<file path="src/design/maze_pkg.sv">
package maze_pkg;

    // Pixel and timer value types
    typedef logic [7:0] coord_x_t;
    typedef logic [6:0] coord_y_t;
    typedef logic [4:0] seconds_t;
    typedef logic [6:0] seg7_t;       // Active low with bit 0 as segment a

    typedef enum logic [2:0] {
        LAYER_BG,
        LAYER_EXIT,
        LAYER_PLAYER,
        LAYER_OVER,
        LAYER_WIN
    } draw_layer_t;

    // Frame geometry
    localparam int SCREEN_W = 160;
    localparam int SCREEN_H = 120;

    localparam int PLAYER_SIZE = 20;  // Square sprite
    localparam int EXIT_SIZE   = 10;
    localparam int EXIT_X      = 140; // Exit corner
    localparam int EXIT_Y      = 100;

    // Monochrome colours per layer
    localparam logic BG_COLOUR     = 1'b0;
    localparam logic EXIT_COLOUR   = 1'b1;
    localparam logic PLAYER_COLOUR = 1'b1;
    localparam logic OVER_COLOUR   = 1'b1;
    localparam logic WIN_COLOUR    = 1'b0;

    // Game timing
    localparam int GAME_SECONDS        = 20;
    localparam int TICK_CYCLES_DEFAULT = 50_000_000; // One second at 50 MHz
    localparam int FRAME_WAIT_DEFAULT  = 5_000_000;

    localparam int QUEUE_DEPTH = 4;   // Power of two

endpackage

</file>
<file path="src/design/countdown_timer.sv">
`timescale 1ns/10ps

module countdown_timer #(
    parameter int TICK_CYCLES = maze_pkg::TICK_CYCLES_DEFAULT
) (
    input  logic               Clk,
    input  logic               resetn,
    input  logic               playing,
    output maze_pkg::seconds_t seconds,
    output logic               timeout
);
    import maze_pkg::*;

    localparam int PRE_W = $clog2(TICK_CYCLES + 1);

    logic [PRE_W-1:0] pre_cnt;
    logic             tick;

    assign tick = playing && (pre_cnt == PRE_W'(TICK_CYCLES - 1));

    // One second prescaler that restarts whenever play stops
    always_ff @(posedge Clk)
    begin
        if (!resetn)
            pre_cnt <= '0;
        else if (!playing || tick)
            pre_cnt <= '0;
        else
            pre_cnt <= pre_cnt + 1'b1;
    end

    always_ff @(posedge Clk)
    begin
        if (!resetn)
        begin
            seconds <= seconds_t'(GAME_SECONDS);
            timeout <= 1'b0;
        end
        else if (tick && seconds != '0)
        begin
            seconds <= seconds - 1'b1;
            if (seconds == seconds_t'(1))
                timeout <= 1'b1;   // Sticky until reset
        end
    end

endmodule

</file>
<file path="src/design/draw_queue.sv">
`timescale 1ns/10ps

module draw_queue (
    input  logic                  Clk,
    input  logic                  resetn,
    input  logic                  in_valid,
    input  maze_pkg::draw_layer_t in_layer,
    input  maze_pkg::coord_x_t    in_x,
    input  maze_pkg::coord_y_t    in_y,
    input  logic                  out_ready,
    output logic                  in_ready,
    output logic                  out_valid,
    output maze_pkg::draw_layer_t out_layer,
    output maze_pkg::coord_x_t    out_x,
    output maze_pkg::coord_y_t    out_y
);
    import maze_pkg::*;

    localparam int PTR_W = $clog2(QUEUE_DEPTH);

    draw_layer_t  layer_mem [QUEUE_DEPTH];
    coord_x_t     x_mem     [QUEUE_DEPTH];
    coord_y_t     y_mem     [QUEUE_DEPTH];
    logic [PTR_W:0] wr_ptr;   // Extra bit tells full from empty
    logic [PTR_W:0] rd_ptr;
    logic         push;
    logic         pop;
    logic         full;
    logic         empty;

    assign empty = (wr_ptr == rd_ptr);
    assign full  = (wr_ptr[PTR_W] != rd_ptr[PTR_W])
                && (wr_ptr[PTR_W-1:0] == rd_ptr[PTR_W-1:0]);

    assign in_ready  = !full;
    assign out_valid = !empty;
    assign push      = in_valid && in_ready;
    assign pop       = out_valid && out_ready;

    always_ff @(posedge Clk)
    begin
        if (!resetn)
        begin
            wr_ptr <= '0;
            rd_ptr <= '0;
        end
        else
        begin
            if (push)
                wr_ptr <= wr_ptr + 1'b1;
            if (pop)
                rd_ptr <= rd_ptr + 1'b1;
        end
    end

    always_ff @(posedge Clk)
    begin
        if (push)
        begin
            layer_mem[wr_ptr[PTR_W-1:0]] <= in_layer;
            x_mem[wr_ptr[PTR_W-1:0]]     <= in_x;
            y_mem[wr_ptr[PTR_W-1:0]]     <= in_y;
        end
    end

    // Head entry shown directly
    assign out_layer = layer_mem[rd_ptr[PTR_W-1:0]];
    assign out_x     = x_mem[rd_ptr[PTR_W-1:0]];
    assign out_y     = y_mem[rd_ptr[PTR_W-1:0]];

endmodule

</file>
<file path="src/design/game_sequencer.sv">
`timescale 1ns/10ps

module game_sequencer #(
    parameter int FRAME_WAIT = maze_pkg::FRAME_WAIT_DEFAULT
) (
    input  logic                  Clk,
    input  logic                  resetn,
    input  logic                  start,
    input  logic                  collision,
    input  logic                  at_goal,
    input  logic                  timeout,
    input  maze_pkg::coord_x_t    player_x,
    input  maze_pkg::coord_y_t    player_y,
    input  logic                  cmd_ready,
    input  logic                  frame_drawn,
    output logic                  cmd_valid,
    output maze_pkg::draw_layer_t cmd_layer,
    output maze_pkg::coord_x_t    cmd_x,
    output maze_pkg::coord_y_t    cmd_y,
    output logic                  playing,
    output logic                  game_over,
    output logic                  game_won
);
    import maze_pkg::*;

    localparam int WAIT_W = $clog2(FRAME_WAIT + 1);

    typedef enum logic [3:0] {
        S_IDLE,
        S_BG,
        S_EXIT,
        S_CHECK,
        S_PLAYER,
        S_SYNC,       // Player sprite still in flight
        S_PAUSE,      // Frame wait
        S_OVER,
        S_OVER_HOLD,
        S_WIN,
        S_WIN_HOLD
    } sequencer_state_t;

    sequencer_state_t  state;
    sequencer_state_t  state_nxt;
    logic [WAIT_W-1:0] wait_cnt;
    coord_x_t          pos_x;
    coord_y_t          pos_y;
    logic              cmd_fire;

    assign cmd_fire = cmd_valid && cmd_ready;

    always_comb
    begin
        state_nxt = state;
        case (state)
            S_IDLE:      state_nxt = start ? S_BG : S_IDLE;
            S_BG:        state_nxt = cmd_fire ? S_EXIT : S_BG;
            S_EXIT:      state_nxt = cmd_fire ? S_CHECK : S_EXIT;
            S_CHECK:
            begin
                if (collision || timeout)
                    state_nxt = S_OVER;
                else if (at_goal)
                    state_nxt = S_WIN;
                else
                    state_nxt = S_PLAYER;
            end
            S_PLAYER:    state_nxt = cmd_fire ? S_SYNC : S_PLAYER;
            S_SYNC:      state_nxt = frame_drawn ? S_PAUSE : S_SYNC;
            S_PAUSE:     state_nxt = (wait_cnt == WAIT_W'(FRAME_WAIT - 1)) ? S_BG : S_PAUSE;
            S_OVER:      state_nxt = cmd_fire ? S_OVER_HOLD : S_OVER;
            S_WIN:       state_nxt = cmd_fire ? S_WIN_HOLD : S_WIN;
            default:     state_nxt = state; // Hold states
        endcase
    end

    always_ff @(posedge Clk)
    begin
        if (!resetn)
            state <= S_IDLE;
        else
            state <= state_nxt;
    end

    always_ff @(posedge Clk)
    begin
        if (!resetn)
            wait_cnt <= '0;
        else if (state == S_PAUSE)
            wait_cnt <= wait_cnt + 1'b1;
        else
            wait_cnt <= '0;
    end

    // Player position sampled once per frame
    always_ff @(posedge Clk)
    begin
        if (state == S_CHECK)
        begin
            pos_x <= player_x;
            pos_y <= player_y;
        end
    end

    always_comb
    begin
        case (state)
            S_EXIT:   cmd_layer = LAYER_EXIT;
            S_PLAYER: cmd_layer = LAYER_PLAYER;
            S_OVER:   cmd_layer = LAYER_OVER;
            S_WIN:    cmd_layer = LAYER_WIN;
            default:  cmd_layer = LAYER_BG;
        endcase
    end

    assign cmd_valid = state inside {S_BG, S_EXIT, S_PLAYER, S_OVER, S_WIN};
    assign cmd_x     = (state == S_PLAYER) ? pos_x : '0;
    assign cmd_y     = (state == S_PLAYER) ? pos_y : '0;

    assign playing   = state inside {S_BG, S_EXIT, S_CHECK, S_PLAYER, S_SYNC, S_PAUSE};
    assign game_over = state inside {S_OVER, S_OVER_HOLD};
    assign game_won  = state inside {S_WIN, S_WIN_HOLD};

endmodule

</file>
<file path="src/design/maze_game_top.sv">
`timescale 1ns/10ps

module maze_game_top #(
    parameter int TICK_CYCLES = maze_pkg::TICK_CYCLES_DEFAULT,
    parameter int FRAME_WAIT  = maze_pkg::FRAME_WAIT_DEFAULT
) (
    input  logic               Clk,
    input  logic               resetn,
    input  logic               start,
    input  logic               collision,
    input  logic               at_goal,
    input  maze_pkg::coord_x_t player_x,
    input  maze_pkg::coord_y_t player_y,
    input  logic               pix_ready,
    output logic               pix_valid,
    output maze_pkg::coord_x_t pix_x,
    output maze_pkg::coord_y_t pix_y,
    output logic               pix_colour,
    output logic               game_over,
    output logic               game_won,
    output logic               timeout,
    output maze_pkg::seg7_t    seg_units,
    output maze_pkg::seg7_t    seg_tens
);
    import maze_pkg::*;

    logic        cmd_valid;
    logic        cmd_ready;
    draw_layer_t cmd_layer;
    coord_x_t    cmd_x;
    coord_y_t    cmd_y;
    logic        q_valid;
    logic        q_ready;
    draw_layer_t q_layer;
    coord_x_t    q_x;
    coord_y_t    q_y;
    logic        frame_drawn;
    logic        playing;
    seconds_t    seconds;

    game_sequencer #(.FRAME_WAIT(FRAME_WAIT)) i_sequencer (
        .Clk(Clk), .resetn(resetn), .start(start), .collision(collision),
        .at_goal(at_goal), .timeout(timeout), .player_x(player_x), .player_y(player_y),
        .cmd_ready(cmd_ready), .frame_drawn(frame_drawn), .cmd_valid(cmd_valid),
        .cmd_layer(cmd_layer), .cmd_x(cmd_x), .cmd_y(cmd_y), .playing(playing),
        .game_over(game_over), .game_won(game_won)
    );

    draw_queue i_queue (
        .Clk(Clk), .resetn(resetn), .in_valid(cmd_valid), .in_layer(cmd_layer),
        .in_x(cmd_x), .in_y(cmd_y), .out_ready(q_ready), .in_ready(cmd_ready),
        .out_valid(q_valid), .out_layer(q_layer), .out_x(q_x), .out_y(q_y)
    );

    sprite_plotter i_plotter (
        .Clk(Clk), .resetn(resetn), .cmd_valid(q_valid), .cmd_layer(q_layer),
        .cmd_x(q_x), .cmd_y(q_y), .pix_ready(pix_ready), .cmd_ready(q_ready),
        .pix_valid(pix_valid), .pix_x(pix_x), .pix_y(pix_y), .pix_colour(pix_colour),
        .frame_drawn(frame_drawn)
    );

    countdown_timer #(.TICK_CYCLES(TICK_CYCLES)) i_timer (
        .Clk(Clk), .resetn(resetn), .playing(playing), .seconds(seconds), .timeout(timeout)
    );

    seconds_display i_display (
        .seconds(seconds), .seg_units(seg_units), .seg_tens(seg_tens)
    );

endmodule

</file>
<file path="src/design/seconds_display.sv">
`timescale 1ns/10ps

module seconds_display (
    input  maze_pkg::seconds_t seconds,
    output maze_pkg::seg7_t    seg_units,
    output maze_pkg::seg7_t    seg_tens
);
    import maze_pkg::*;

    logic [3:0] tens_digit;
    logic [3:0] units_digit;

    function automatic seg7_t digit_segments(input logic [3:0] digit);
        seg7_t segs;
        case (digit)
            4'd0:    segs = 7'b100_0000;
            4'd1:    segs = 7'b111_1001;
            4'd2:    segs = 7'b010_0100;
            4'd3:    segs = 7'b011_0000;
            4'd4:    segs = 7'b001_1001;
            4'd5:    segs = 7'b001_0010;
            4'd6:    segs = 7'b000_0010;
            4'd7:    segs = 7'b111_1000;
            4'd8:    segs = 7'b000_0000;
            4'd9:    segs = 7'b001_0000;
            default: segs = 7'b111_1111; // Blank
        endcase
        return segs;
    endfunction

    assign tens_digit  = 4'(seconds / 5'd10);
    assign units_digit = 4'(seconds % 5'd10);

    assign seg_tens  = digit_segments(tens_digit);
    assign seg_units = digit_segments(units_digit);

endmodule

</file>
<file path="src/design/sprite_plotter.sv">
`timescale 1ns/10ps

module sprite_plotter (
    input  logic                  Clk,
    input  logic                  resetn,
    input  logic                  cmd_valid,
    input  maze_pkg::draw_layer_t cmd_layer,
    input  maze_pkg::coord_x_t    cmd_x,
    input  maze_pkg::coord_y_t    cmd_y,
    input  logic                  pix_ready,
    output logic                  cmd_ready,
    output logic                  pix_valid,
    output maze_pkg::coord_x_t    pix_x,
    output maze_pkg::coord_y_t    pix_y,
    output logic                  pix_colour,
    output logic                  frame_drawn
);
    import maze_pkg::*;

    logic     busy;
    logic     cmd_fire;
    logic     pix_fire;
    logic     last_pix;
    coord_x_t new_x;
    coord_y_t new_y;
    coord_x_t new_last_col;
    coord_y_t new_last_row;
    logic     new_colour;
    coord_x_t base_x;
    coord_y_t base_y;
    coord_x_t last_col;
    coord_y_t last_row;
    coord_x_t col;
    coord_y_t row;
    logic     ends_frame;

    // Rectangle of the incoming command
    always_comb
    begin
        new_x        = '0;
        new_y        = '0;
        new_last_col = coord_x_t'(SCREEN_W - 1);
        new_last_row = coord_y_t'(SCREEN_H - 1);
        case (cmd_layer)
            LAYER_EXIT:
            begin
                new_x        = coord_x_t'(EXIT_X);
                new_y        = coord_y_t'(EXIT_Y);
                new_last_col = coord_x_t'(EXIT_SIZE - 1);
                new_last_row = coord_y_t'(EXIT_SIZE - 1);
                new_colour   = EXIT_COLOUR;
            end
            LAYER_PLAYER:
            begin
                new_x        = cmd_x;
                new_y        = cmd_y;
                new_last_col = coord_x_t'(PLAYER_SIZE - 1);
                new_last_row = coord_y_t'(PLAYER_SIZE - 1);
                new_colour   = PLAYER_COLOUR;
            end
            LAYER_OVER: new_colour = OVER_COLOUR;
            LAYER_WIN:  new_colour = WIN_COLOUR;
            default:    new_colour = BG_COLOUR;
        endcase
    end

    assign cmd_ready = !busy;
    assign cmd_fire  = cmd_valid && cmd_ready;
    assign pix_valid = busy;
    assign pix_fire  = pix_valid && pix_ready;
    assign last_pix  = (col == last_col) && (row == last_row);

    always_ff @(posedge Clk)
    begin
        if (!resetn)
            busy <= 1'b0;
        else if (cmd_fire)
            busy <= 1'b1;
        else if (pix_fire && last_pix)
            busy <= 1'b0;
    end

    always_ff @(posedge Clk)
    begin
        if (cmd_fire)
        begin
            base_x     <= new_x;
            base_y     <= new_y;
            last_col   <= new_last_col;
            last_row   <= new_last_row;
            pix_colour <= new_colour;
            ends_frame <= cmd_layer inside {LAYER_PLAYER, LAYER_OVER, LAYER_WIN};
            col        <= '0;
            row        <= '0;
        end
        else if (pix_fire)
        begin
            if (col == last_col)   // Row major scan
            begin
                col <= '0;
                row <= row + 1'b1;
            end
            else
                col <= col + 1'b1;
        end
    end

    assign pix_x       = base_x + col;
    assign pix_y       = base_y + row;
    assign frame_drawn = pix_fire && last_pix && ends_frame;

endmodule

</file>
<file path="config.mk">
export PLATFORM = sky130hd
export DESIGN_NAME = maze_game_top
export DESIGN_NICKNAME = d
export VERILOG_FILES = /design/src/design/maze_pkg.sv /design/src/design/countdown_timer.sv /design/src/design/draw_queue.sv /design/src/design/game_sequencer.sv /design/src/design/maze_game_top.sv /design/src/design/seconds_display.sv /design/src/design/sprite_plotter.sv
export SDC_FILE = /design/constraint.sdc
export NUM_CORES = 1
export LEC_CHECK = 0
export BUFFER_PORTS_ARGS = -buffer_cell sky130_fd_sc_hd__buf_4
export CAP_MARGIN = 20
export CORE_MARGIN = 2
export CORE_UTILIZATION = 53
export CTS_CLUSTER_DIAMETER = 30
export DETAILED_ROUTE_END_ITERATION = 7
export GPL_TIMING_DRIVEN = 0
export PLACE_DENSITY = 0.71
export SETUP_SLACK_MARGIN = 0.3
export SLEW_MARGIN = 20
export SYNTH_ARGS = -nofsm -noshare
export SYNTH_HDL_FRONTEND = slang
export SYNTH_SLANG_ARGS = --single-unit
export TNS_END_PERCENT = 50
</file>
<file path="constraint.sdc">
create_clock -name Clk -period 5.4 [get_ports Clk]
set_clock_uncertainty 0.2 [all_clocks]
set_input_delay 0.27 -clock Clk [delete_from_list [all_inputs] [get_ports Clk]]
set_output_delay 0.27 -clock Clk [all_outputs]
set_load 0.05 [all_outputs]
</file>
==> impl_results.md <==
* Die X at roughly 130 um
* Core Util, Final at 0.6310
* CTS max path bufs at 2
* Worst-path clk slew at 0.08 ns
* Worst-path fanout max at 10
* Post-CTS setup buffer count at 0
* Resized Gates After CTS at 0
* IO Count at 55
* Slew margin rel. at 0.3305
* Min Tclk post-route at 4.400 ns
* CP Capture Type: output port
* P_int at 2.960 mW
* FMAX at 227.3 MHz
* WL per Instance at approximately 16 um
* Routability congestion estimate from global placement at between 0.8 and 0.9
* # port buffers at 53
* CTS Sinks at between 150 and 200
* Root Buffer: clkbuf_16
* Post-Syn Area at 8992 um^2
* Row Count at 47
* Power Density at 431.8 nW/um^2
* Max_cap viols at 0
* Max-slew violations at 0
* Asr flop ratio synth at 0
* Post-route ant nets at 0
* P_leak at approximately 3.8 nW
* Setup_tns at 0 ns
* Final Hold Vio Count at 0
* Ant diodes at 0
* Least-Margin Pin Slew at 1.004 ns
* Run status: finished clean
* Synth area leaders: edfxtp_1, dfxtp_1, ha_1
* Clock group share of total power at 0.286
* CTS tree: done
* Synthesized area per cell at 11.35 um^2
* Maximum vdd ir drop at 0.0003367 V
* Tot GR Track Use at 0.2040
* Vias per cell at approximately 5.5
* Final worst-path setup slack at 0.9999 ns
* Register area share after synthesis at 0.5454
* Vias in the first global route at between 6000 and 7000
* First-pass GRT wire length at 29040 um
* Total die area at 18020 um^2
* Commonest cells post-synth: edfxtp_1, nor2_1, dfxtp_1
* Vias at 6138
* Post-synth EDFFs at 108
* DR DRC count at 0
* Initial antenna violation count at 0
* RSZ-0062 raised after global routing: no
* Synth Warn # at 0
* Top-area cell type share of the netlist area at 0.3607
* GRT overflow at 0
* Initial Util at 0.5423
* Psw at 1.559 mW
* Die Y at between 100 and 150 um
* Layout Nets at 937
* Final WL at 17420 um
* Cell variety after synth at 63
* Largest net degree at the start of global routing at 31
* DR pass1 iterations at 5
* Worst Path Required at approximately 5 ns
* Hold Buf Count CTS at 16
* HP Class: input pin to register
* Mapped Cells at slightly below 800
* Synthesized net count at 848
* Pre-CTS WS at 1.551 ns
* Comb pwr share at 0.290
* Worst-Skew Late Latency at 0.44 ns
* DP HPWL at 12150 um
* Count leader, synth: edfxtp_1
* Flip-flop and latch count after synthesis at about 190
* TritonCTS buffer count at 17
* Core ar. at about 17000 um^2
* CP Launch Type: register
* Final Cycle Share at 0.8148
* DRT iter0 DRCs at 451
* Synth Flop Type: edfxtp_1
* Area growth, synth to finish at 16.36%
* Cell taking the most area after synthesis: edfxtp_1
* CP Data Arrival Time at 3.93 ns
* Setup Crit Path Kind: register to output port
* Reg power frac at 0.423
* # H-tree levels at 4
* Final setup fails at 0
* Switching share of total power at 0.3450
* # fillers at 1291
* Layout cell share with drive strength beyond 1 at 0.1488
## cell families after synthesis
group | synth area share
buf+inv | 0.03325
fa+ha+maj | 0.05037
xor+xnor | 0.07597
simple gates | 0.1768
mux | 0.05204
other cells | 0.0004170
flops | 0.5454
compound gates | 0.06568
## power by group through the flow
stage	clock network [mW]	registers [mW]	logic (mW)
after detailed placement	0	1.95	1.30
after CTS	1.32	1.91	1.32
after floorplan	0	1.93	0.959
after global routing	1.38	1.93	1.42
after global placement	0	1.94	1.27
final	1.29	1.91	1.31
## path summary, 6_finish.rpt
kind / from / end / slack, ns / cells after the start
worst min register to register: i_sequencer.wait_cnt[0] / i_sequencer.wait_cnt[0] / 0.27 / 1
worst min-delay path: resetn / i_timer.pre_cnt[2] / 0.01 / 3
worst max-delay path: i_timer.seconds[2] / seg_units[3] / 1.0 / 14
worst max register to register: i_sequencer.state[2] / i_queue.y_mem[1][2] / 2.69 / 5
## placed cells by master, fill, tap and decap left out, types with 9 or more instances in the layout
cell / instances
ha_1: 33
edfxtp_1: 108
and4_1: 10
nand2_1: 35
buf_4: 61
nor2b_1: 14
o21ai_0: 24
and2_1: 24
nand4_1: 18
clkbuf_1: 13
dfxtp_1: 83
nor2_1: 98
and3_1: 11
a21oi_1: 29
inv_1: 39
mux4_2: 18
nor4_1: 9
clkbuf_16: 17
xor2_1: 31
nand3_1: 24
dlygate4sd3_1: 16
nor3_1: 26
xnor2_1: 47
## critical path, stage by stage (launching register included)
cell      delay, ns
dfxtp_1        0.39
buf_2          0.23
nor2b_1        0.23
a21oi_1        0.09
ha_1           0.23
nor2_1         0.23
a21boi_0       0.15
o22a_1         0.23
xnor2_1        0.55
inv_1          0.14
ha_1           0.33
mux2_2         0.26
nor2_1         0.14
a21oi_1        0.06
buf_4          0.23
## state kept, by name, summed over array words and instances, names as in the netlist, 4 cells and up, named ones only
| name | count |
|---|---|
| i_plotter.base_x | 8 |
| i_plotter.base_y | 7 |
| i_plotter.col | 8 |
| i_plotter.row | 7 |
| i_queue.layer_mem | 12 |
| i_queue.x_mem | 32 |
| i_queue.y_mem | 28 |
| i_sequencer.pos_x | 8 |
| i_sequencer.pos_y | 7 |
| i_sequencer.state | 4 |
| i_sequencer.wait_cnt | 23 |
| i_timer.pre_cnt | 26 |
| i_timer.seconds | 5 |
## metal layers
| layer | part of all wire | vias up | track usage |
|---|---|---|---|
| met3 | 0.036 | 14 | 0.05442 |
| met5 | 0 | - | 0 |
| met1 | 0.46 | 2969 | 0.2695 |
| li1 | - | 3017 | - |
| met2 | 0.49 | 138 | 0.3384 |
| met4 | 0.0088 | 0 | 0.04795 |
## cell type report
type,count,area (um^2),share of cell area
buffer,28,153.9,0.01471
clock buffer,17,425.4,0.04066
clock inverter,15,198.9,0.01901
inverter,39,146.4,0.01399
multi-input combinational,534,3794,0.3625
sequential,191,4905,0.4687
tap,220,275.3,0.02631
timing repair buffer,70,565.5,0.05405
## through the flow
stage	total power, mW	cell area (um^2)	hold WS, ns	instances
2_1_floorplan	2.884	8992	0.1689	792
3_3_place_gp	3.214	9666	0.2361	1065
6_report	4.519	10460	0.01102	1114
4_1_cts	4.555	10460	0.00008937	1114
5_1_grt	4.741	10460	0.01481	1114
3_5_place_dp	3.250	9679	0.2493	1066
(Power assumes the default switching activity.)
